`config.mk`:
```
export PLATFORM = sky130hd
export DESIGN_NAME = icache_data_store
export DESIGN_NICKNAME = d
export VERILOG_FILES = /design/src/verilog/icache_pkg.sv /design/src/verilog/icache_data_store.sv
export VERILOG_INCLUDE_DIRS = /design/src /design/src/verilog
export SDC_FILE = /design/constraint.sdc
export NUM_CORES = 2
export LEC_CHECK = 0
export BUFFER_PORTS_ARGS = -buffer_cell sky130_fd_sc_hd__buf_4
export CAP_MARGIN = 15
export CORE_MARGIN = 5
export CORE_UTILIZATION = 23
export DETAILED_ROUTE_END_ITERATION = 8
export PLACE_DENSITY = 0.37
export SYNTH_ARGS = -nofsm -noshare
export SYNTH_HDL_FRONTEND = slang
export SYNTH_MEMORY_MAX_BITS = 65536
export SYNTH_SLANG_ARGS = --single-unit
```
`constraint.sdc`:
```
create_clock -name clk_i -period 9.25 [get_ports clk_i]
set_clock_uncertainty 0.2 [all_clocks]
set_input_delay 1.85 -clock clk_i [delete_from_list [all_inputs] [get_ports clk_i]]
set_output_delay 1.85 -clock clk_i [all_outputs]
set_load 0.1 [all_outputs]
```
`src/verilog/icache_defines.svh`:
```
// sizes are fixed here; way-select logic assumes exactly two ways and a power-of-two set count
`ifndef ICACHE_DEFINES_SVH
`define ICACHE_DEFINES_SVH

//////////////////////////////
// address and data widths
//////////////////////////////

// byte address, top bit selects the uncached i/o region
`define ICACHE_ADDR_W 32
// fetch word returned to the cpu
`define ICACHE_WORD_W 32
// one cache line, also the refill beat width
`define ICACHE_LINE_W 128

//////////////////////////////
// cache geometry
//////////////////////////////

`define ICACHE_WAYS 2
`define ICACHE_SETS 16
// byte offset inside a line
`define ICACHE_OFS_W 4
// set index bits
`define ICACHE_IDX_W 4
// remaining upper address bits
`define ICACHE_TAG_W (`ICACHE_ADDR_W - `ICACHE_IDX_W - `ICACHE_OFS_W)
// replacement lfsr
`define ICACHE_LFSR_W 8

// register offsets on the 4-bit register port
`define ICACHE_REG_CTRL 4'd0
`define ICACHE_REG_MISS 4'd4

`endif

```
`src/verilog/icache_pkg.sv`:
```
// shared types only; struct widths follow the sizes in the defines header
`include "icache_defines.svh"

package icache_pkg;

  // controller states, FLUSH is the reset state
  typedef enum logic [1:0] {
    FLUSH,
    IDLE,
    READ,
    MISS
  } icache_state_e;

  // register access kind, decoded on the ack cycle
  typedef enum logic [1:0] {
    REG_NONE,
    REG_READ,
    REG_WRITE
  } reg_op_e;

  //////////////////////////////
  // fetch port
  //////////////////////////////

  typedef struct packed {
    logic                      req;
    logic [`ICACHE_ADDR_W-1:0] addr;
  } fetch_req_t;

  typedef struct packed {
    logic                      ready;
    logic                      valid;
    logic [`ICACHE_WORD_W-1:0] data;
  } fetch_rsp_t;

  //////////////////////////////
  // wishbone refill master
  //////////////////////////////

  typedef struct packed {
    logic                      cyc;
    logic                      stb;
    logic [`ICACHE_ADDR_W-1:0] adr;
    // set for word-sized uncached refills
    logic                      nc_o;
  } wb_line_m_t;

  typedef struct packed {
    logic                      ack;
    logic [`ICACHE_LINE_W-1:0] data;
  } wb_line_s_t;

  //////////////////////////////
  // wishbone register slave
  //////////////////////////////

  typedef struct packed {
    logic        cyc;
    logic        stb;
    logic        we;
    logic [3:0]  adr;
    logic [31:0] wdata;
  } wb_reg_m_t;

  typedef struct packed {
    logic        ack;
    logic [31:0] rdata;
  } wb_reg_s_t;

  // register block toward controller
  typedef struct packed {
    logic enable;
    logic flush_req;
  } cache_cfg_t;

  // tag store result, valid in the cycle after a read strobe
  typedef struct packed {
    logic hit;
    logic hit_way;
    logic repl_way;
  } tag_lookup_t;

endpackage

```
`src/verilog/icache_data_store.sv`:
```
// line data per way; the refill word is captured on the ack cycle for the next-cycle response
`timescale 1ns/1ns
`include "icache_defines.svh"

module icache_data_store (
  input  logic                          clk_i,
  input  logic                          rd_i,
  input  logic                          wr_i,
  input  logic [`ICACHE_IDX_W-1:0]      idx_i,
  input  logic [`ICACHE_OFS_W-3:0]      ofs_i,
  input  icache_pkg::tag_lookup_t       lookup_i,
  input  logic [`ICACHE_LINE_W-1:0]     line_i,
  input  logic                          use_fill_i,
  output logic [`ICACHE_WORD_W-1:0]     word_o
);

  logic [`ICACHE_LINE_W-1:0] line_mem [`ICACHE_WAYS][`ICACHE_SETS];
  logic [`ICACHE_LINE_W-1:0] line_rd_q [`ICACHE_WAYS];
  logic [`ICACHE_OFS_W-3:0]  ofs_q;
  logic [`ICACHE_WORD_W-1:0] fill_word_q;
  logic                      fill_sel_q;

  always_ff @(posedge clk_i) begin
    // both ways read in parallel, hit way picked afterwards
    if (rd_i) begin
      for (int w = 0; w < `ICACHE_WAYS; w++) begin
        line_rd_q[w] <= line_mem[w][idx_i];
      end
      ofs_q <= ofs_i;
    end
    if (wr_i) begin
      line_mem[lookup_i.repl_way][idx_i] <= line_i;
    end
    // uncached refills also land here, they never touch the array
    if (use_fill_i) begin
      fill_word_q <= line_i[ofs_q * `ICACHE_WORD_W +: `ICACHE_WORD_W];
    end
    fill_sel_q <= use_fill_i;
  end

  // refill word in the cycle after ack, else word of the hit way
  assign word_o = fill_sel_q ? fill_word_q :
                  line_rd_q[lookup_i.hit_way][ofs_q * `ICACHE_WORD_W +: `ICACHE_WORD_W];

endmodule

```
==> results.toml <==
[sta]
setup-tns-final_ns = 0
fmax_ghz = 0.140
tightest_slew_ns = 1.20
fin_crit_sh_pct = 76.9
setup_viol = 0
rsz0062_at_grt = "no"
fin_crit_ns = 7.12
max_slew_margin_pct = 20.0
hold_viol_final = 0
drv_slew = 0

[placed_design]
gp_congestion = 0.719
dpl.hpwl_um = 304000
port_buffers = 171

[setup_path]
path_delay_family = "buffers and inverters"
r2r_slack_ns = 7.00
end_kind = "output port"
cp-startpoint = "ofs_q[0]"
critical_path.max_stage_delay_ns = 0.88
timing.rr.start = "ofs_q[0]"
cp_common_cell = "buf_4"
rr_worst_depth = 2
crit_slowest_cell = "nor2b_4"
cp_max_fo = 19
path_buf_inv = 3
r2r_end = "fill_word_q[10]"
cp.depth = 6
cp-endpoint = "word_o[31]"
crit_type = "reg -> out"
required_ns = 7.20
start_kind = "flip-flop"
worstPathCellList = "buf_4, nor2b_4, buf_4, a22o_1, o31ai_1, buf_4"
cp.arrival_ns = 5.07

[finish]
area_delta_synth_final_pct = 17.8
layout.nets = 7533
drive_gt1_share_pct = 28.6

[floorplanning]
design.core.area_um2 = 713000
fp-row-count = 310
chipWidth_um = 856
die_y_um = 856
start_util_pct = 23.1
io_pins = 173
die-area_um2 = 733000

[yosys]
ys_warn_count = 0
yosysTopAreaCell = "edfxtp_1"
syn_inst = 6908
yosysUniqueCellTypes = 23
syn_nets = 7049
netlist_top_cells_area = "edfxtp_1, mux4_2, a22oi_1"
ys_ff_latch = 4387
ys_seq_area_share_pct = 80.0
synth_area_um2 = 165000
yosysTopAreaCellShare_pct = 80.0
avgSynthCellArea_um2 = 23.8

[drt]
finalWirelength_um = 553000
firstDrtPassIters = 5
routed_via_density = 4.54
drt.antenna.violating_nets = 0
num_vias = 78600
detail_route.iter0.violations = 8557
wl_per_cell_um = 31.9
drc = 0

[flow_run]
maxCapViolations = 0

[min_path]
hold_class = "reg -> reg"

[status]
outcome = "complete, no violations"

[clock_network]
clock_sinks = 4387
cts_hold_buf = 0
postCtsSetupBuffers = 0
clock_path_buffers = 4
cts_resized = 0
htree_num_levels = 5
cts_inserted_buffers = 473
cts.clk_slew.worst_paths_ns = 0.06
cts-root-buf = "clkbuf_16"
cts_tree = "built"
clock_latency_ns = 1.04

[power]
power_mw = 43.4
powerDensity_nw_per_um2 = 224
power_leakage_nw = 59.2
ir_worst_vdd_v = 0.000151

[global_routing]
first_global_vias = 81000
grt_max_degree = 125
grt_pass1_wl_um = 742000
gr-total-overflow = 0
antenna_found_initial = 144
grt_usage_pct = 14.7
-- Yosys cell counts --
cell type,count
buf_2,98
buf_1,66
mux2_2,64
o31ai_1,32
nand2b_1,1
and2_1,1
a22oi_1,512
nand2_1,290
dfxtp_1,1
buf_6,7
a22o_1,32
mux4_2,1056
edfxtp_1,4386
clkbuf_1,168
o22ai_1,32
nor2b_1,3
nor2_1,35
or3_1,1
buf_4,49
or3b_2,3
nand3b_1,5
mux2i_1,64
nand3_1,2
-- state kept, by name, indices dropped and copies added (netlist names) --
| register | count |
|---|---|
| fill_sel_q | 1 |
| fill_word_q | 32 |
| line_mem | 4096 |
| line_rd_q | 256 |
| ofs_q | 2 |
-- per-layer routing --
metal	GRT usage (%)	part of all wire, %
met1	20.7	44
met2	24.0	47
met3	2.63	6.3
met4	2.51	1.8
met5	0	0.045
-- report_power, final --
| part | internal, mW | total (mW) | switching [mW] |
|---|---|---|---|
| Clock | 10.6 | 18.6 | 7.99 |
| Combinational | 0.773 | 2.41 | 1.64 |
| Sequential | 22.3 | 22.4 | 0.125 |
| Total | 33.6 | 43.4 | 9.75 |
-- final cells by class --
cell class | instances | area, µm²
clock inverter | 294 | 2850
multi-input combinational | 2133 | 31400
clock buffer | 579 | 12300
tap | 9516 | 11900
fill | 70500 | 519000
antenna | 25 | 62.6
sequential | 4387 | 132000
timing repair buffer | 397 | 3700
-- cells in the final DEF, fill, tap and decap left out, types with 32 or more instances in the layout --
cell | Yosys | final
o22ai_1 | 32 | 32
nand2_1 | 290 | 289
a22oi_1 | 512 | 512
clkbuf_16 | 0 | 474
bufinv_16 | 0 | 43
buf_4 | 49 | 334
buf_12 | 0 | 52
clkinv_2 | 0 | 84
a22o_1 | 32 | 32
clkbuf_1 | 168 | 105
mux2_2 | 64 | 64
clkinv_1 | 0 | 119
edfxtp_1 | 4386 | 4386
mux4_2 | 1056 | 1056
nor2_4 | 0 | 34
mux2i_1 | 64 | 64
-- how the worst min path moves through the flow --
stage,startpoint,endpoint,slack (ns),cells after the start
3_3_place_gp,line_mem[0][1261],line_rd_q[0][109],0.54,3
4_1_cts,line_mem[1][1124],line_rd_q[1][100],0.51,3
6_report,line_mem[1][1124],line_rd_q[1][100],0.53,3
3_5_place_dp,line_mem[0][102],line_rd_q[0][102],0.53,3
5_1_grt,line_mem[1][1124],line_rd_q[1][100],0.54,3
2_1_floorplan,line_mem[0][128],line_rd_q[0][0],0.51,3
-- metrics by stage --
stage | cell area [µm²] | std cells | setup slack [ns] | hold WS, ns | utilization [%]
floorplan | 165000 | 6908 | 0.332 | 0.510 | -
global placement | 179000 | 16400 | 2.11 | 0.537 | 25.1
CTS | 194000 | 17300 | 1.96 | 0.515 | 27.2
global route | 194000 | 17300 | 1.98 | 0.542 | 27.2
finish | 194000 | 17300 | 2.13 | 0.526 | 27.2
detailed placement | 179000 | 16400 | 2.34 | 0.530 | 25.1
-- worst register-to-register path, delay by kind of cell, from the launching register on --
kind                   cells  cell delay [ns]
muxes                      1             0.70
DFF                        1             0.47
buffers and inverters      1             0.58
-- logic make-up after synthesis --
group	count (synthesis)	synth area share, %
and+or+nand+nor	341	0.809
muxes	1184	15.3
buffers and inverters	388	1.10
DFF	4387	80.0
AOI/OAI and AO/OA	608	2.77
Power figures use the tool's default switching activity.
