==> config.mk <==
export PLATFORM = sky130hd
export DESIGN_NAME = icache_ctrl_regs
export DESIGN_NICKNAME = d
export VERILOG_FILES = /design/src/verilog/icache_pkg.sv /design/src/verilog/icache_ctrl_regs.sv
export VERILOG_INCLUDE_DIRS = /design/src /design/src/verilog
export SDC_FILE = /design/constraint.sdc
export NUM_CORES = 1
export LEC_CHECK = 0
export CAP_MARGIN = 20
export CORE_MARGIN = 8
export CORE_UTILIZATION = 40
export DETAILED_ROUTE_END_ITERATION = 10
export DONT_BUFFER_PORTS = 1
export GPL_ROUTABILITY_DRIVEN = 1
export PLACE_DENSITY_LB_ADDON = 0.15
export SETUP_SLACK_MARGIN = 0.4
export SLEW_MARGIN = 20
export SYNTH_ARGS = -nofsm -noshare
export SYNTH_HDL_FRONTEND = slang
export SYNTH_SLANG_ARGS = --single-unit
export TNS_END_PERCENT = 30
==> constraint.sdc <==
create_clock -name clk_i -period 2.08 [get_ports clk_i]
set_input_delay 0.208 -clock clk_i [delete_from_list [all_inputs] [get_ports clk_i]]
set_output_delay 0.208 -clock clk_i [all_outputs]
set_load 0.05 [all_outputs]
==> src/verilog/icache_defines.svh <==
// sizes are fixed here; way-select logic assumes exactly two ways and a power-of-two set count
`ifndef ICACHE_DEFINES_SVH
`define ICACHE_DEFINES_SVH

//////////////////////////////
// address and data widths
//////////////////////////////

// byte address, top bit selects the uncached i/o region
`define ICACHE_ADDR_W 32
// fetch word returned to the cpu
`define ICACHE_WORD_W 32
// one cache line, also the refill beat width
`define ICACHE_LINE_W 128

//////////////////////////////
// cache geometry
//////////////////////////////

`define ICACHE_WAYS 2
`define ICACHE_SETS 16
// byte offset inside a line
`define ICACHE_OFS_W 4
// set index bits
`define ICACHE_IDX_W 4
// remaining upper address bits
`define ICACHE_TAG_W (`ICACHE_ADDR_W - `ICACHE_IDX_W - `ICACHE_OFS_W)
// replacement lfsr
`define ICACHE_LFSR_W 8

// register offsets on the 4-bit register port
`define ICACHE_REG_CTRL 4'd0
`define ICACHE_REG_MISS 4'd4

`endif

==> src/verilog/icache_pkg.sv <==
// shared types only; struct widths follow the sizes in the defines header
`include "icache_defines.svh"

package icache_pkg;

  // controller states, FLUSH is the reset state
  typedef enum logic [1:0] {
    FLUSH,
    IDLE,
    READ,
    MISS
  } icache_state_e;

  // register access kind, decoded on the ack cycle
  typedef enum logic [1:0] {
    REG_NONE,
    REG_READ,
    REG_WRITE
  } reg_op_e;

  //////////////////////////////
  // fetch port
  //////////////////////////////

  typedef struct packed {
    logic                      req;
    logic [`ICACHE_ADDR_W-1:0] addr;
  } fetch_req_t;

  typedef struct packed {
    logic                      ready;
    logic                      valid;
    logic [`ICACHE_WORD_W-1:0] data;
  } fetch_rsp_t;

  //////////////////////////////
  // wishbone refill master
  //////////////////////////////

  typedef struct packed {
    logic                      cyc;
    logic                      stb;
    logic [`ICACHE_ADDR_W-1:0] adr;
    // set for word-sized uncached refills
    logic                      nc_o;
  } wb_line_m_t;

  typedef struct packed {
    logic                      ack;
    logic [`ICACHE_LINE_W-1:0] data;
  } wb_line_s_t;

  //////////////////////////////
  // wishbone register slave
  //////////////////////////////

  typedef struct packed {
    logic        cyc;
    logic        stb;
    logic        we;
    logic [3:0]  adr;
    logic [31:0] wdata;
  } wb_reg_m_t;

  typedef struct packed {
    logic        ack;
    logic [31:0] rdata;
  } wb_reg_s_t;

  // register block toward controller
  typedef struct packed {
    logic enable;
    logic flush_req;
  } cache_cfg_t;

  // tag store result, valid in the cycle after a read strobe
  typedef struct packed {
    logic hit;
    logic hit_way;
    logic repl_way;
  } tag_lookup_t;

endpackage

==> src/verilog/icache_ctrl_regs.sv <==
// wishbone classic slave, acks one cycle after a request; flush bit reads back as 0
`timescale 1ns/1ns
`include "icache_defines.svh"

module icache_ctrl_regs (
  input  logic                   clk_i,
  input  logic                   rst_ni,
  input  icache_pkg::wb_reg_m_t  wb_reg_i,
  output icache_pkg::wb_reg_s_t  wb_reg_o,
  input  logic                   flush_ack_i,
  input  logic                   miss_i,
  output icache_pkg::cache_cfg_t cfg_o
);

  logic                ack_q;
  logic                enable_q;
  logic                flush_q;
  logic [31:0]         miss_cnt_q;
  icache_pkg::reg_op_e op;

  // access is acted on in the ack cycle, master holds its signals until then
  always_comb begin
    op = icache_pkg::REG_NONE;
    if (ack_q) begin
      op = wb_reg_i.we ? icache_pkg::REG_WRITE : icache_pkg::REG_READ;
    end
  end

  //////////////////////////////
  // state
  //////////////////////////////

  always_ff @(posedge clk_i or negedge rst_ni) begin
    if (!rst_ni) begin
      ack_q      <= 1'b0;
      enable_q   <= 1'b0;
      flush_q    <= 1'b0;
      miss_cnt_q <= '0;
    end else begin
      // single-cycle ack, then wait for the next strobe
      ack_q <= wb_reg_i.cyc & wb_reg_i.stb & ~ack_q;
      if (flush_ack_i) begin
        flush_q <= 1'b0;
      end
      // a new flush write wins over the controller's acknowledge
      if (op == icache_pkg::REG_WRITE && wb_reg_i.adr == `ICACHE_REG_CTRL) begin
        enable_q <= wb_reg_i.wdata[0];
        if (wb_reg_i.wdata[1]) begin
          flush_q <= 1'b1;
        end
      end
      // counts cached misses only
      if (miss_i) begin
        miss_cnt_q <= miss_cnt_q + 32'd1;
      end
    end
  end

  // read mux, zero outside a read ack
  always_comb begin
    wb_reg_o.ack   = ack_q;
    wb_reg_o.rdata = '0;
    if (op == icache_pkg::REG_READ) begin
      if (wb_reg_i.adr == `ICACHE_REG_CTRL) begin
        wb_reg_o.rdata = {31'd0, enable_q};
      end else if (wb_reg_i.adr == `ICACHE_REG_MISS) begin
        wb_reg_o.rdata = miss_cnt_q;
      end
    end
  end

  assign cfg_o.enable    = enable_q;
  assign cfg_o.flush_req = flush_q;

endmodule

==> flow_metrics.env, run 1 <==
export IMPL_outcome="finished with violations"
export IMPL_violations="setup timing"
export IMPL_grt_pass1_wl_mm=6.92
export IMPL_critPathBufInv=2
export IMPL_die_h_um=83.8
export IMPL_synth_nets=212
export IMPL_max_stage_delay_ns=0.50
export IMPL_setup_violations=11
export IMPL_path_max_fanout=31
export IMPL_yosys_warnings=0
export IMPL_place_gp_congestion=0.747
export IMPL_antenna_cells=0
export IMPL_grt_pass1_vias=1419
export IMPL_hold_viol_final=0
export IMPL_critical_path_class="flip-flop to output port"
export IMPL_critPathTopFamily="simple AND/OR/NAND/NOR gates"
export IMPL_synth_distinct_cells=27
export IMPL_wl_per_cell_um=14.9
export IMPL_end_kind="output port"
export IMPL_register_area_sq_um=877
export IMPL_hold_slack_ns=0.0261
export IMPL_dieArea_sq_um=7020
export IMPL_grt_overflow=0
export IMPL_cts_htree_levels=2
export IMPL_vdd_drop_max_uv=508
export IMPL_final_antenna_net_count=0
export IMPL_fmaxAchievable_mhz=477
export IMPL_drv_slew=0
export IMPL_rsz0062_at_grt="yes"
export IMPL_drt_iter0_markers=38
export IMPL_p_leak_nw=1.23
export IMPL_powerDensity_nw_per_um2=589
export IMPL_synth_avg_cell_area_sq_um=10.9
export IMPL_die_x_um=83.8
export IMPL_core_sq_um=4380
export IMPL_start_kind="flip-flop"
export IMPL_period_minus_slack_ns=2.10
export IMPL_synthCells=168
export IMPL_cp_data_arrival_time_ns=1.89
export IMPL_ff2ff_setup_slack_ns=0.31
export IMPL_slew_headroom=0.598
export IMPL_grt_max_degree=36
export IMPL_maxCapViolCount=0
export IMPL_drt_pass1_iter_count=5
export IMPL_synth_seq_cells=35
export IMPL_tightest_slew_ns=0.599
export IMPL_yosysSeqAreaShare=0.477
export IMPL_worstPathCellList="or4b_4 > nor3b_2 > buf_6 > and2_2 > buf_12"
export IMPL_fill_cells=344
export IMPL_fin_skew_ns=0.00459
export IMPL_syn_to_final_growth_pct=46.7
export IMPL_cts_root_buf="clkbuf_8"
export IMPL_remaining_drc_errors=0
export IMPL_vias_per_cell=4.99
export IMPL_hold_class="primary input to flip-flop"
export IMPL_initial_core_util=0.419
export IMPL_drive_gt1_frac=0.422
export IMPL_cts_sink_count=35
export IMPL_postCtsSetupBuffers=0
export IMPL_row_count=24
export IMPL_cp_required_ns=1.87
export IMPL_multi_input_area_sq_um=965
export IMPL_cts_path_max_buffers=2
export IMPL_cts_made_buffers=5
export IMPL_clk_pin_slew_ns=0.06
export IMPL_fin_ws_ns=-0.0171
export IMPL_power_total_mw=1.59
export IMPL_dp_hpwl_mm=2.89
export IMPL_fin_crit_sh=1.01
export IMPL_cp_slowest_cell="or4b_4"
export IMPL_cts_tree="built"
export IMPL_syn_cell_area_sq_um=1840
export IMPL_numPortBuffers=0
export IMPL_nets=249
export IMPL_vias=1288
export IMPL_clkLatencyLatePin_ns=0.28
export IMPL_wl_mm=3.85
export IMPL_track_usage=0.117
export IMPL_boundaryPins=78
export IMPL_grt_antenna_before_repair=0
-- worst paths after layout --
| check | endpoint | depth (start not counted) | start |
|---|---|---|---|
| min in group asynchronous | miss_cnt_q[20]$_DFFE_PN0P_ | 2 | rst_ni |
| max | wb_reg_o[27] | 5 | ack_q$_DFF_PN0_ |
| max in group asynchronous | miss_cnt_q[0]$_DFFE_PN0P_ | 2 | rst_ni |
| max reg2reg | miss_cnt_q[28]$_DFFE_PN0P_ | 5 | miss_cnt_q[1]$_DFFE_PN0P_ |
| min | miss_cnt_q[0]$_DFFE_PN0P_ | 1 | miss_i |
| min reg2reg | miss_cnt_q[31]$_DFFE_PN0P_ | 1 | miss_cnt_q[31]$_DFFE_PN0P_ |
-- cells by family (layout without fill, tap and decap cells) --
family | Yosys count | after routing | share of synthesized area
AO/OA/AOI/OAI | 1 | 1 | 0.00272
XOR/XNOR | 31 | 31 | 0.148
adder cells (fa/ha/maj) | 1 | 1 | 0.00681
buffers and inverters | 8 | 46 | 0.0245
flip-flops | 35 | 35 | 0.477
multiplexers | 3 | 3 | 0.0177
AND/OR/NAND/NOR | 89 | 89 | 0.324
-- metrics by stage --
stage	cell area [sq um]	setup WS (ns)	instances	setup TNS [ns]	util
after floorplan	1880	0.341	168	0	-
after global placement	2550	0.279	248	0	0.582
after detailed placement	2550	0.238	248	0	0.582
after CTS	2690	-0.0464	258	-1.02	0.613
after global routing	2700	-0.113	258	-3.15	0.615
final	2700	-0.0171	258	-0.0670	0.615
-- report_power, final --
| group | total [mW] | switching [mW] | internal [mW] | leakage, nW |
|---|---|---|---|---|
| logic | 0.184 | 0.0922 | 0.0918 | 0.707 |
| registers | 0.872 | 0.117 | 0.755 | 0.474 |
| clock network | 0.530 | 0.228 | 0.302 | 0.0515 |
| total | 1.59 | 0.438 | 1.15 | 1.23 |
-- cells in the mapped netlist --
library cell | number | area share
and4_1 | 1 | 0.0048
nand4_2 | 3 | 0.020
nand4_4 | 1 | 0.012
nor3_1 | 3 | 0.0082
o21ai_0 | 1 | 0.0027
nor4_4 | 2 | 0.023
xor2_1 | 10 | 0.048
nor3b_1 | 1 | 0.0041
or4b_4 | 1 | 0.0075
and3_1 | 6 | 0.020
mux2_2 | 2 | 0.012
clkbuf_2 | 3 | 0.0082
nor2_1 | 5 | 0.010
nand3_1 | 9 | 0.025
and4_2 | 1 | 0.0054
ha_1 | 1 | 0.0068
and2_1 | 32 | 0.11
nor3_4 | 1 | 0.0089
inv_1 | 2 | 0.0041
mux2i_1 | 1 | 0.0054
nand2_1 | 12 | 0.025
buf_4 | 3 | 0.012
nor3b_2 | 1 | 0.0068
xnor2_1 | 21 | 0.10
dfrtp_1 | 35 | 0.48
nor4_1 | 1 | 0.0034
nand4_1 | 9 | 0.031
-- state kept, by name, summed over array words and instances (netlist names) --
| name | cells |
|---|---|
| miss_cnt_q | 32 |
| ack_q | 1 |
| flush_q | 1 |
| enable_q | 1 |
-- repair_timing --
item                                    in CTS  in global routing
pin swaps                                    2                  2
gates resized for setup                      3                  1
endpoints found under the setup margin      43                 53
hold endpoints to repair                    35                  0
hold buffers                                 2                  0
-- layout make-up --
class / instances / share of cell area
timing repair buffer: 36 / 0.253
clock buffer: 8 / 0.0371
inverter: 2 / 0.00279
tap: 52 / 0.0241
multi-input combinational: 125 / 0.358
sequential: 35 / 0.325
-- cell usage in the layout, fill, tap and decap left out, types with 2 or more instances in the layout --
| cell | Yosys | routed |
|---|---|---|
| xor2_1 | 10 | 10 |
| mux2_2 | 2 | 2 |
| buf_6 | 0 | 2 |
| nor3_1 | 3 | 2 |
| and2_2 | 0 | 30 |
| nand2_1 | 12 | 12 |
| nand4_1 | 9 | 9 |
| and3_1 | 6 | 6 |
| dfrtp_1 | 35 | 34 |
| clkbuf_8 | 0 | 7 |
| and2_1 | 32 | 2 |
| nor4_4 | 2 | 2 |
| nand4_2 | 3 | 3 |
| nor2_1 | 5 | 5 |
| buf_12 | 0 | 32 |
| xnor2_1 | 21 | 21 |
| inv_1 | 2 | 2 |
| nand3_1 | 9 | 9 |
-- layer usage --
metal	share of wire	track usage	wire, um	vias up
met5	0	0	0	-
met2	0.48	0.179	1850	39
met3	0.085	0.0557	327	4
li1	-	-	-	638
met1	0.43	0.142	1640	607
met4	0.0075	0.0330	29	0
Power figures use the tool's default switching activity.
==> run 2: changes to the inputs <==
- REMOVE_ABC_BUFFERS: not set -> 1
- clock period: 2.08 -> 2.3 ns (I/O delays scaled with it)
==> run 2 against run 1 <==
Highest routed layer unchanged. Count of clock-buffer cells in the layout shrank 1. Core utilization grew 2.2 points. Routed wire length grew 14%. The run now ends clean. Critical endpoint is now wb_reg_o[5]. Critical path type unchanged. Global-route usage grew 1.1 points. Sequential share of layout area shrank 1.2 points. Clock skew grew 0.0056 ns. Die area is the same. Combinational power shrank 6%. Via count grew 6.2%. First-iteration DRC count grew 110%. Largest cell class unchanged. Total power shrank 12%. Sequential power shrank 9.1%.
==> flow_metrics.env, run 2 (synthesis results as in run 1) <==
export IMPL_path_max_fanout=8
export IMPL_numPortBuffers=0
export IMPL_fmaxAchievable_mhz=469
export IMPL_vdd_drop_max_uv=381
export IMPL_hold_slack_ns=0.0400
export IMPL_boundaryPins=78
export IMPL_core_sq_um=4380
export IMPL_hold_class="primary input to flip-flop"
export IMPL_fin_skew_ns=0.0102
export IMPL_tightest_slew_ns=0.600
export IMPL_drive_gt1_frac=0.430
export IMPL_nets=257
export IMPL_syn_to_final_growth_pct=52.0
export IMPL_initial_core_util=0.419
export IMPL_remaining_drc_errors=0
export IMPL_multi_input_area_sq_um=1000
export IMPL_period_minus_slack_ns=2.13
export IMPL_power_frac_clock=0.307
export IMPL_end_kind="output port"
export IMPL_vias=1368
export IMPL_fin_crit_sh=0.927
export IMPL_cts_tree="built"
export IMPL_drv_slew=0
export IMPL_vias_per_cell=5.14
export IMPL_powerDensity_nw_per_um2=499
export IMPL_outcome="complete, no violations"
export IMPL_tns_ns=0
export IMPL_final_antenna_net_count=0
export IMPL_dp_hpwl_mm=2.90
export IMPL_grt_pass1_vias=1478
export IMPL_top_register="miss_cnt_q"
export IMPL_sw_frac_of_total=0.295
export IMPL_clkLatencyLatePin_ns=0.29
export IMPL_die_x_um=83.8
export IMPL_grt_pass1_wl_mm=7.42
export IMPL_p_leak_nw=1.29
export IMPL_cts_path_max_buffers=2
export IMPL_final_core_util=0.637
export IMPL_clk_pin_slew_ns=0.06
export IMPL_grt_antenna_before_repair=0
export IMPL_place_gp_congestion=0.742
export IMPL_wl_mm=4.41
export IMPL_p_sw_uw=411
export IMPL_drt_pass1_iter_count=4
export IMPL_placed_area_sq_um=2510
export IMPL_start_kind="flip-flop"
export IMPL_fin_ws_ns=0.169
export IMPL_die_h_um=83.8
export IMPL_power_total_mw=1.39
export IMPL_seqPwrFrac=0.569
export IMPL_largest_reg_flops=32
export IMPL_row_count=24
export IMPL_final_common_cell="dfrtp_1"
export IMPL_critical_path_class="flip-flop to output port"
export IMPL_stdcell_area_sq_um=2790
export IMPL_fill_cells=373
export IMPL_final_cell_mix="dfrtp_1, buf_12, and2_4"
export IMPL_wl_per_cell_um=16.6
export IMPL_setup_violations=0
export IMPL_cp_data_arrival_time_ns=1.90
export IMPL_cts_htree_levels=2
export IMPL_antenna_cells=0
export IMPL_grt_overflow=0
export IMPL_rsz0062_at_grt="yes"
export IMPL_track_usage=0.128
export IMPL_worstPathCellList="or4b_4 > nor3b_4 > buf_6 > buf_8 > and2_4 > buf_12"
export IMPL_cp_required_ns=2.07
export IMPL_internal_power_uw=982
export IMPL_dieArea_sq_um=7020
export IMPL_combPwrFrac=0.124
export IMPL_hold_viol_final=0
export IMPL_cts_made_buffers=5
export IMPL_pre_cts_ws_ns=0.443
export IMPL_drt_iter0_markers=80
export IMPL_cts_sink_count=35
export IMPL_fin_cells=266
export IMPL_grt_max_degree=36
export IMPL_register_area_sq_um=876
export IMPL_cp_slowest_cell="or4b_4"
export IMPL_dp_cells=248
export IMPL_slew_headroom=0.597
export IMPL_maxCapViolCount=0
export IMPL_cts_root_buf="clkbuf_8"
export IMPL_max_stage_delay_ns=0.48
-- run 2: changes by cell type in the layout (fill, tap and decap cells not counted), moves of 2 or more --
cell | before | now
and2_2 | 30 | 0
and2_4 | 0 | 31
buf_4 | 1 | 6
buf_8 | 0 | 3
clkbuf_8 | 7 | 5
-- run 2: power groups by stage --
stage | combinational (mW) | clock (mW) | sequential (mW)
after floorplan | 0.122 | 0 | 0.777
after global placement | 0.139 | 0 | 0.793
after detailed placement | 0.152 | 0 | 0.799
after CTS | 0.175 | 0.435 | 0.792
after global routing | 0.197 | 0.463 | 0.806
final | 0.173 | 0.427 | 0.793
-- run 2: layer usage --
| metal | vias to the layer above | share of wire | track usage |
|---|---|---|---|
| met4 | 0 | 0.0098 | 0.0440 |
| met3 | 5 | 0.064 | 0.0498 |
| met2 | 28 | 0.53 | 0.221 |
| met5 | - | 0 | 0 |
| li1 | 655 | - | - |
| met1 | 680 | 0.40 | 0.139 |
-- run 2: worst paths after layout --
kind,slack [ns],from,cells after the start,to
max in group asynchronous,1.72,rst_ni,2,miss_cnt_q[13]$_DFFE_PN0P_
max,0.17,ack_q$_DFF_PN0_,6,wb_reg_o[5]
min in group asynchronous,0.39,rst_ni,2,miss_cnt_q[23]$_DFFE_PN0P_
min,0.04,miss_i,1,miss_cnt_q[0]$_DFFE_PN0P_
max reg2reg,0.41,ack_q$_DFF_PN0_,5,enable_q$_DFFE_PN0P_
min reg2reg,0.48,miss_cnt_q[31]$_DFFE_PN0P_,1,miss_cnt_q[31]$_DFFE_PN0P_
-- run 2: critical path, delay by kind of cell (launching register included) --
| kind | cells | cell delay, ns |
|---|---|---|
| flops | 1 | 0.35 |
| buf+inv | 3 | 0.43 |
| simple gates | 3 | 0.84 |
-- run 2: cell type report --
| type | instances | share of cell area |
|---|---|---|
| sequential | 35 | 0.314 |
| timing repair buffer | 44 | 0.273 |
| clock buffer | 7 | 0.0273 |
| multi-input combinational | 125 | 0.358 |
| tap | 52 | 0.0233 |
| inverter | 2 | 0.00269 |
| clock inverter | 1 | 0.00179 |
-- run 2: timing repair --
action	4_1_cts	5_1_grt
endpoints found under the setup margin	31	40
hold buffers	2	0
pin swaps	1	1
gates resized for setup	42	1
setup buffers	3	2
endpoints found under the hold margin	35	0
cloned	3	0
