File: config.mk
export PLATFORM = sky130hd
export DESIGN_NAME = icache_tag_store
export DESIGN_NICKNAME = d
export VERILOG_FILES = /design/src/verilog/icache_pkg.sv /design/src/verilog/icache_tag_store.sv
export VERILOG_INCLUDE_DIRS = /design/src /design/src/verilog
export SDC_FILE = /design/constraint.sdc
export NUM_CORES = 1
export LEC_CHECK = 0
export ABC_AREA = 1
export ABC_CLOCK_PERIOD_IN_PS = 3200
export BUFFER_PORTS_ARGS = -buffer_cell sky130_fd_sc_hd__clkbuf_2
export CAP_MARGIN = 20
export CORE_UTILIZATION = 45
export CTS_CLUSTER_DIAMETER = 150
export CTS_CLUSTER_SIZE = 10
export DETAILED_ROUTE_END_ITERATION = 10
export GPL_ROUTABILITY_DRIVEN = 0
export HOLD_SLACK_MARGIN = 0.03
export PLACE_DENSITY_LB_ADDON = 0.1
export SLEW_MARGIN = 30
export SYNTH_ARGS = -nofsm -noshare
export SYNTH_HDL_FRONTEND = slang
export SYNTH_SLANG_ARGS = --single-unit
File: constraint.sdc
create_clock -name clk_i -period 3.2 [get_ports clk_i]
set_clock_uncertainty 0.1 [all_clocks]
set_input_delay 0.64 -clock clk_i [delete_from_list [all_inputs] [get_ports clk_i]]
set_output_delay 0.64 -clock clk_i [all_outputs]
set_load 0.1 [all_outputs]
File: src/verilog/icache_defines.svh
// sizes are fixed here; way-select logic assumes exactly two ways and a power-of-two set count
`ifndef ICACHE_DEFINES_SVH
`define ICACHE_DEFINES_SVH

//////////////////////////////
// address and data widths
//////////////////////////////

// byte address, top bit selects the uncached i/o region
`define ICACHE_ADDR_W 32
// fetch word returned to the cpu
`define ICACHE_WORD_W 32
// one cache line, also the refill beat width
`define ICACHE_LINE_W 128

//////////////////////////////
// cache geometry
//////////////////////////////

`define ICACHE_WAYS 2
`define ICACHE_SETS 16
// byte offset inside a line
`define ICACHE_OFS_W 4
// set index bits
`define ICACHE_IDX_W 4
// remaining upper address bits
`define ICACHE_TAG_W (`ICACHE_ADDR_W - `ICACHE_IDX_W - `ICACHE_OFS_W)
// replacement lfsr
`define ICACHE_LFSR_W 8

// register offsets on the 4-bit register port
`define ICACHE_REG_CTRL 4'd0
`define ICACHE_REG_MISS 4'd4

`endif

File: src/verilog/icache_pkg.sv
// shared types only; struct widths follow the sizes in the defines header
`include "icache_defines.svh"

package icache_pkg;

  // controller states, FLUSH is the reset state
  typedef enum logic [1:0] {
    FLUSH,
    IDLE,
    READ,
    MISS
  } icache_state_e;

  // register access kind, decoded on the ack cycle
  typedef enum logic [1:0] {
    REG_NONE,
    REG_READ,
    REG_WRITE
  } reg_op_e;

  //////////////////////////////
  // fetch port
  //////////////////////////////

  typedef struct packed {
    logic                      req;
    logic [`ICACHE_ADDR_W-1:0] addr;
  } fetch_req_t;

  typedef struct packed {
    logic                      ready;
    logic                      valid;
    logic [`ICACHE_WORD_W-1:0] data;
  } fetch_rsp_t;

  //////////////////////////////
  // wishbone refill master
  //////////////////////////////

  typedef struct packed {
    logic                      cyc;
    logic                      stb;
    logic [`ICACHE_ADDR_W-1:0] adr;
    // set for word-sized uncached refills
    logic                      nc_o;
  } wb_line_m_t;

  typedef struct packed {
    logic                      ack;
    logic [`ICACHE_LINE_W-1:0] data;
  } wb_line_s_t;

  //////////////////////////////
  // wishbone register slave
  //////////////////////////////

  typedef struct packed {
    logic        cyc;
    logic        stb;
    logic        we;
    logic [3:0]  adr;
    logic [31:0] wdata;
  } wb_reg_m_t;

  typedef struct packed {
    logic        ack;
    logic [31:0] rdata;
  } wb_reg_s_t;

  // register block toward controller
  typedef struct packed {
    logic enable;
    logic flush_req;
  } cache_cfg_t;

  // tag store result, valid in the cycle after a read strobe
  typedef struct packed {
    logic hit;
    logic hit_way;
    logic repl_way;
  } tag_lookup_t;

endpackage

File: src/verilog/icache_tag_store.sv
// two-way tag and valid arrays; valid bits are only defined after the first clear sweep
`timescale 1ns/1ns
`include "icache_defines.svh"

module icache_tag_store (
  input  logic                          clk_i,
  input  logic                          rst_ni,
  input  logic                          rd_i,
  input  logic [`ICACHE_IDX_W-1:0]      idx_i,
  input  logic [`ICACHE_TAG_W-1:0]      tag_i,
  input  logic                          wr_i,
  input  logic                          clear_i,
  output logic                          clear_done_o,
  output icache_pkg::tag_lookup_t       lookup_o
);

  // arrays
  logic [`ICACHE_TAG_W-1:0]  tag_mem [`ICACHE_WAYS][`ICACHE_SETS];
  logic [`ICACHE_SETS-1:0]   vld_mem [`ICACHE_WAYS];

  // read side, one cycle after rd_i
  logic [`ICACHE_TAG_W-1:0]  tag_rd_q [`ICACHE_WAYS];
  logic [`ICACHE_WAYS-1:0]   vld_rd_q;
  logic [`ICACHE_TAG_W-1:0]  tag_q;
  logic [`ICACHE_WAYS-1:0]   hit_vec;
  logic                      all_valid;

  // sweep counter and replacement lfsr
  logic [`ICACHE_IDX_W-1:0]  clr_cnt_q;
  logic [`ICACHE_LFSR_W-1:0] lfsr_q;
  logic                      lfsr_fb;

  assign clear_done_o = clear_i & (clr_cnt_q == {`ICACHE_IDX_W{1'b1}});

  //////////////////////////////
  // control state
  //////////////////////////////

  // x^8 + x^6 + x^5 + x^4 + 1
  assign lfsr_fb = lfsr_q[7] ^ lfsr_q[5] ^ lfsr_q[4] ^ lfsr_q[3];

  always_ff @(posedge clk_i or negedge rst_ni) begin
    if (!rst_ni) begin
      clr_cnt_q <= '0;
      lfsr_q    <= 8'h01;
    end else begin
      if (clear_done_o) begin
        clr_cnt_q <= '0;
      end else if (clear_i) begin
        clr_cnt_q <= clr_cnt_q + 1'b1;
      end
      // only step when a full set loses a line
      if (wr_i && all_valid) begin
        lfsr_q <= {lfsr_q[6:0], lfsr_fb};
      end
    end
  end

  //////////////////////////////
  // arrays
  //////////////////////////////

  always_ff @(posedge clk_i) begin
    if (rd_i) begin
      for (int w = 0; w < `ICACHE_WAYS; w++) begin
        tag_rd_q[w] <= tag_mem[w][idx_i];
        vld_rd_q[w] <= vld_mem[w][idx_i];
      end
      tag_q <= tag_i;
    end
    // sweep clears one set in both ways per cycle
    if (clear_i) begin
      for (int w = 0; w < `ICACHE_WAYS; w++) begin
        vld_mem[w][clr_cnt_q] <= 1'b0;
      end
    end
    // refill writes the tag captured at lookup time
    if (wr_i) begin
      tag_mem[lookup_o.repl_way][idx_i] <= tag_q;
      vld_mem[lookup_o.repl_way][idx_i] <= 1'b1;
    end
  end

  // compare against the registered request tag
  always_comb begin
    for (int w = 0; w < `ICACHE_WAYS; w++) begin
      hit_vec[w] = vld_rd_q[w] & (tag_rd_q[w] == tag_q);
    end
  end

  assign all_valid = &vld_rd_q;

  assign lookup_o.hit      = |hit_vec;
  // way 0 wins, only meaningful with hit set
  assign lookup_o.hit_way  = ~hit_vec[0];
  // lowest invalid way first, random once the set is full
  assign lookup_o.repl_way = ~vld_rd_q[0] ? 1'b0 :
                             ~vld_rd_q[1] ? 1'b1 : lfsr_q[0];

endmodule

==> results.txt, run 1 <==
----------------------------------------------------
[Status]
  Result of the run ... finished clean

[STA]
  Final count of hold timing violations ... 0
  Part of the cycle the worst path needs ... 0.970
  Time the final worst path needs with I/O delays and setup ... 3.11 ns
  Fmax ... 322 MHz
  Accumulated negative setup slack ... 0 ns
  Final count of pins violating max slew ... 0
  Worst slew slack as a fraction of its limit ... 0.472
  Actual slew at the worst max-slew pin ... 0.792 ns
  Worst hold-check slack ... 0.0667 ns
  Setup repair after global routing missed its margin ... no
  Final setup fails ... 0

[Worst setup path]
  Critical path data required time ... 2.46 ns
  Worst setup SP type ... register
  Slowest cell on the critical path ... sky130_fd_sc_hd__edfxtp_1
  CP cell instances ... buf_6 -> nand2_1 -> nand4_1 -> nor2_1 -> nand2_1 -> nor2_2 -> nand2_4 -> buf_4 -> buf_12
  Most common cell type on the critical path ... sky130_fd_sc_hd__nand2_1
  Family with the most delay on the worst path ... simple AND/OR/NAND/NOR gates
  Largest stage delay, worst path ... 0.50 ns
  Type of the setup path with the least slack ... register to output pin
  Worst-path fanout max ... 24
  Critical path capture point type ... output pin
  Data arrival at the endpoint of the critical path ... 2.37 ns
  Buffers and inverters on the worst path ... 3

[Detailed routing]
  DRC violations left ... 0
  Final ANT Viol Nets ... 0
  Total number of vias ... 20600
  Via count normalized by instance count ... 5.60
  Drt first pass iters ... 6
  Number of design-rule violations left by the first detailed-router iteration ... 1975
  Aggregate routed wire length ... 94400 µm
  Wirelength per Cell ... 25.6 µm

[Yosys]
  Synth Net Count ... 2576
  Number of library cell types mapped by synthesis ... 24
  Register bit count reported by yosys ... 886
  Largest area contributor in the netlist ... sky130_fd_sc_hd__edfxtp_1
  Mean Syn Cell Area ... 13.3 µm²
  Synth Warn # ... 0
  Sequential element share of the synthesized area ... 0.777
  Most area-consuming cells after synthesis ... sky130_fd_sc_hd__edfxtp_1 (75%), sky130_fd_sc_hd__nand2_1 (11%), sky130_fd_sc_hd__nand4_1 (3.6%), sky130_fd_sc_hd__a22oi_1 (2.3%), sky130_fd_sc_hd__dfxtp_1 (1.9%)
  Summed instance area of the synthesized netlist ... 33700 µm²
  Top-area cell type share of the netlist area ... 0.749
  Gate count after technology mapping ... 2539

[Final layout]
  Final instance count without filler cells ... 3690
  Most frequent cells in the layout ... sky130_fd_sc_hd__nand2_1 (968), sky130_fd_sc_hd__edfxtp_1 (842), sky130_fd_sc_hd__nand4_1 (195), sky130_fd_sc_hd__a22oi_1 (105), sky130_fd_sc_hd__clkbuf_16 (99)
  Area grow syn2layout ... 16.3%
  Fillcell total ... 6291
  Core occupancy in the finished layout ... 0.528
  Layout cells sized above 1 ... 0.117
  Most common cell after layout, fill and taps aside ... sky130_fd_sc_hd__nand2_1
  Total Nets Final ... 2725

[Clock network]
  CTS clock-pin slew for the worst setup and hold paths ... 0.06 ns
  Maximum level of the CTS H-tree ... 3
  Num CTS Buffers ... 98
  CTS Root Buffer Type ... sky130_fd_sc_hd__clkbuf_16
  Maximum number of buffers from clock root to sink ... 3
  Clock sink count ... 886
  CTS tree ... built
  Skew-Pair Late Insertion Delay ... 0.67 ns

[Floorplan]
  Die area ... 76100 µm²
  Row count ... 100
  Die X-Extent ... 276 µm
  Chip Height ... 276 µm
  Core area ... 74300 µm²
  Effective utilization at floorplan ... 0.454
  Ports ... 37

[GRT]
  Gr ovfl total ... 0
  Number of global-route vias before repair ... 20700
  Initial antenna violation count ... 0
  Combined global-route utilization of all metal layers ... 0.253
  Wire length of the first global-routing pass ... 137000 µm
  Largest net degree at the start of global routing ... 121

[Power]
  Pwr dens ... 654 nW/µm²
  Leakage power ... 13.5 nW
  Peak ir drop on the vdd network ... 0.489 mV

[Placed design]
  Input/output buffers ... 36
  Cell count after placement ... 3522
  HPWL Detailed ... 49000 µm

[Min path]
  Path category of the worst min-delay check ... input pin to register

[Run]
  Max capacitance violation total ... 0

----------------------------------------------------
## cells in the mapped netlist, drive strengths merged
cell type  instances
nand2            972
nand3              6
nand4            195
dfstp              1
clkbuf            19
xnor2             21
o22ai              5
edfxtp           842
o21ai             70
ha                 4
buf               95
a22oi            105
a21oi              7
dfrtp             11
dfxtp             32
inv               80
nor2              72
nor3               1
or2                1
## final cells by class
| type | count | area (µm²) | area share |
|---|---|---|---|
| Clock inverter | 7 | 154 | 0.00392 |
| Sequential cell | 886 | 26200 | 0.668 |
| Antenna cell | 1 | 2.50 | 0.0000637 |
| Timing Repair Buffer | 163 | 1800 | 0.0458 |
| Tap cell | 969 | 1210 | 0.0309 |
| Clock buffer | 125 | 2570 | 0.0656 |
| Multi-Input combinational cell | 1459 | 6980 | 0.178 |
| Inverter | 80 | 305 | 0.00778 |
## final timing paths
kind	start	end	slack (ns)	cells after the start
setup / recovery	tag_q[11]	lookup_o[1]	0.09	9
max in group asynchronous	rst_ni	lfsr_q[0]	2.42	2
hold / removal	tag_i[4]	tag_q[4]	0.07	1
hold reg to reg	lfsr_q[2]	lfsr_q[2]	0.38	2
setup reg to reg	lfsr_q[0]	tag_mem[1][27]	0.67	7
min in group asynchronous	rst_ni	clr_cnt_q[2]	0.30	2
## routing by layer
layer  track usage  vias to the layer above  wire length [µm]
met1         0.337                    10400             39800
met3        0.0575                      170              6760
met5             0                        -                 0
met4        0.0891                        0              3040
li1              -                     9344                 -
met2         0.406                      748             44800
## report_power, final
group          internal [mW]  leakage [nW]  switching (mW)
Sequential              13.3          8.08           0.263
Clock                   5.66          1.32            4.31
Combinational          0.627          4.11            1.51
## flip-flops by register name, indices dropped and copies added (netlist names)
register / flops
vld_rd_q: 2
vld_mem: 32
tag_mem: 768
tag_rd_q: 48
lfsr_q: 8
clr_cnt_q: 4
tag_q: 24
## cells by family (layout without fill, tap and decap cells)
family / count (synthesis) / after routing / share of synthesized area
buf+inv: 194 / 375 / 0.0263
xor+xnor: 21 / 21 / 0.00545
fa+ha+maj: 4 / 4 / 0.00148
compound gates: 187 / 187 / 0.0358
other cells: 0 / 1 / 0
flops: 886 / 886 / 0.777
simple gates: 1247 / 1247 / 0.154
## metrics by stage
step                      power, mW  worst slack (ns)  area, µm²
after floorplan                14.9            0.0561      33800
final                          25.7            0.0944      39300
after global routing           26.5           0.00237      39300
after detailed placement       15.8             0.249      36200
after CTS                      25.8            0.0152      39200
after global placement         15.8             0.232      36200
## what timing repair did
item | CTS | global route
pin swaps | 1 | 1
gates resized for setup | 8 | 10
cloned | 0 | 0
endpoints found under the setup margin | 2 | 3
hold endpoints to repair | 19 | 0
hold buffers | 8 | 0
buffers inserted | 21 | 6
(Power assumes the default switching activity.)
==> run 2: changes to the inputs <==
PLACE_DENSITY_LB_ADDON = default   (was 0.1)
==> run 2 against run 1 <==
Against the previous run: global-route usage fell by 0.51 points; maximum frequency shrank 0.84%; critical path depth decreased by 2; non-clock buffer count is 2 lower; worst hold slack better by 0.0032 ns; largest cell class unchanged.
==> results.txt, run 2 (synthesis gave the netlist of run 1 again) <==
----------------------------------------------------
[Power]
  Pwr dens ... 649 nW/µm²
  Overall Power ... 25.4 mW
  Leakage power ... 13.5 nW
  Peak ir drop on the vdd network ... 0.461 mV

[STA]
  Final setup fails ... 0
  Time the final worst path needs with I/O delays and setup ... 3.13 ns
  Fmax ... 319 MHz
  Final count of pins violating max slew ... 0
  Final count of hold timing violations ... 0
  Actual slew at the worst max-slew pin ... 0.729 ns
  Worst hold-check slack ... 0.0698 ns
  Worst slew slack as a fraction of its limit ... 0.514
  Part of the cycle the worst path needs ... 0.979
  Accumulated negative setup slack ... 0 ns

[Worst setup path]
  Largest stage delay, worst path ... 0.40 ns
  Data arrival at the endpoint of the critical path ... 2.39 ns
  Length in cells of the worst reg-to-reg path ... 6
  CP cell instances ... buf_4 -> xnor2_1 -> nand3_1 -> nor2_1 -> nand2_2 -> nand2_4 -> buf_12
  Launch point of the worst reg-to-reg path ... lfsr_q[0]
  Reg-to-reg setup timing slack ... 1.09 ns
  Critical path data required time ... 2.46 ns
  Reg-to-reg critical path endpoint ... tag_mem[1][27]
  Type of the setup path with the least slack ... register to output pin
  Slowest cell on the critical path ... sky130_fd_sc_hd__edfxtp_1
  Worst-path fanout max ... 33
  Family with the most delay on the worst path ... simple AND/OR/NAND/NOR gates
  Buffers and inverters on the worst path ... 2
  Critical path capture point type ... output pin
  Worst setup SP type ... register

[Clock network]
  Num CTS Buffers ... 98
  CTS Root Buffer Type ... sky130_fd_sc_hd__clkbuf_16
  CTS clock-pin slew for the worst setup and hold paths ... 0.05 ns
  Skew-Pair Late Insertion Delay ... 0.64 ns
  Clock sink count ... 886
  Maximum number of buffers from clock root to sink ... 3
  CTS tree ... built
  Maximum level of the CTS H-tree ... 3

[GRT]
  Top Usage Layer GRT ... met2
  Wire length of the first global-routing pass ... 136000 µm
  Number of global-route vias before repair ... 20300
  Met1 demand-to-capacity share in global routing ... 0.342
  Initial antenna violation count ... 2
  Gr ovfl total ... 0
  Met2 usage ... 0.411
  Met3 GRT Util ... 0.0317
  Largest net degree at the start of global routing ... 102
  Combined global-route utilization of all metal layers ... 0.248

[Floorplan]
  Chip Height ... 276 µm
  Core area ... 74300 µm²
  Die X-Extent ... 276 µm
  Ports ... 37
  Row count ... 100
  Effective utilization at floorplan ... 0.454
  Die area ... 76100 µm²

[Final layout]
  Layout cells sized above 1 ... 0.117
  Register containing the most flip-flops in the final layout ... tag_mem
  Total Nets Final ... 2723
  Core occupancy in the finished layout ... 0.526
  Fillcell total ... 6179
  Number of antenna diodes ... 0
  Largest registers ... tag_mem x768, tag_rd_q x48, vld_mem x32
  Most common cell after layout, fill and taps aside ... sky130_fd_sc_hd__nand2_1
  Non-Filler Cell Area, Final ... 39100 µm²
  Area grow syn2layout ... 15.9%
  Flip-flop count of the largest register, all copies and words added ... 768
  Most frequent cells in the layout ... sky130_fd_sc_hd__nand2_1 (969), sky130_fd_sc_hd__edfxtp_1 (842), sky130_fd_sc_hd__nand4_1 (195), sky130_fd_sc_hd__a22oi_1 (105), sky130_fd_sc_hd__clkbuf_16 (100)

[Detailed routing]
  DRC violations left ... 0
  Via count normalized by instance count ... 5.74
  Total number of vias ... 21100
  Wirelength per Cell ... 25.2 µm
  Drt first pass iters ... 5
  Final ANT Viol Nets ... 0
  Number of design-rule violations left by the first detailed-router iteration ... 2527
  Aggregate routed wire length ... 92800 µm

[Min path]
  Endpoint of the worst hold path ... tag_q[20]
  Number of cells on the worst hold path ... 1
  Hold wc startpoint ... tag_i[20]
  Path category of the worst min-delay check ... input pin to register

[Status]
  Result of the run ... finished clean

[Placed design]
  Cell area reported after detailed placement ... 36300 µm²
  HPWL Detailed ... 48200 µm
  Input/output buffers ... 36

[Run]
  Max capacitance violation total ... 0

----------------------------------------------------
-- run 2: changes by cell type in the layout (fill, tap and decap cells not counted), sizes merged --
cell,previous run,this run
buf,123,129
clkbuf,157,148
clkinv,4,3
diode,1,0
dlygate4sd3,8,1
-- run 2: report_power, final --
group	internal, mW	total (mW)	switching, mW
Combinational	0.615	2.08	1.46
Clock	5.64	9.79	4.15
Sequential	13.3	13.5	0.259
Total	19.5	25.4	5.88
-- run 2: worst max path at each step --
| stage | startpoint | end | slack, ns | depth (start not counted) |
|---|---|---|---|---|
| final | tag_q[10] | lookup_o[2] | 0.07 | 7 |
| after global routing | tag_q[2] | lookup_o[2] | -0.04 | 9 |
| after CTS | tag_q[1] | lookup_o[2] | 0.0009 | 9 |
| after detailed placement | tag_q[22] | lookup_o[2] | 0.42 | 8 |
| after global placement | tag_q[22] | lookup_o[2] | 0.40 | 8 |
| after floorplan | clear_i | clear_done_o | 0.06 | 5 |
-- run 2: what timing repair did --
action,in CTS,in global routing
hold buffers,1,0
pin swaps,0,1
setup buffers,13,6
gates resized for setup,3,6
cloned,0,0
setup endpoints to repair,2,3
hold endpoints to repair,11,0
-- run 2: layout make-up --
type                       count  area [µm²]  area share
clock buffer                 117        2570      0.0656
clock inverter                 6        96.3     0.00246
inverter                      80         305     0.00780
multi-input combinational   1459        6950       0.178
sequential                   886       26200       0.670
tap                          969        1210      0.0310
timing repair buffer         161        1770      0.0453
-- run 2: worst register-to-register path, stage by stage (launching register included) --
cell and delay, ns:
sky130_fd_sc_hd__dfstp_2 0.52, sky130_fd_sc_hd__inv_1 0.09, sky130_fd_sc_hd__a21oi_4 0.20, sky130_fd_sc_hd__inv_2 0.14, sky130_fd_sc_hd__buf_4 0.28, sky130_fd_sc_hd__nor2_4 0.17
sky130_fd_sc_hd__buf_12 0.25
-- run 2: metal layers --
metal | routed length (µm) | vias up
met3 | 7210 | 158
met1 | 37400 | 10600
met2 | 45800 | 976
met5 | 0 | -
met4 | 2380 | 0
li1 | - | 9331
-- run 2: metrics by stage --
stage | worst slack, ns | instances
after global routing | -0.0364 | 3678
after CTS | 0.000933 | 3672
after global placement | 0.401 | 3535
after detailed placement | 0.425 | 3535
after floorplan | 0.0561 | 2539
final | 0.0680 | 3678
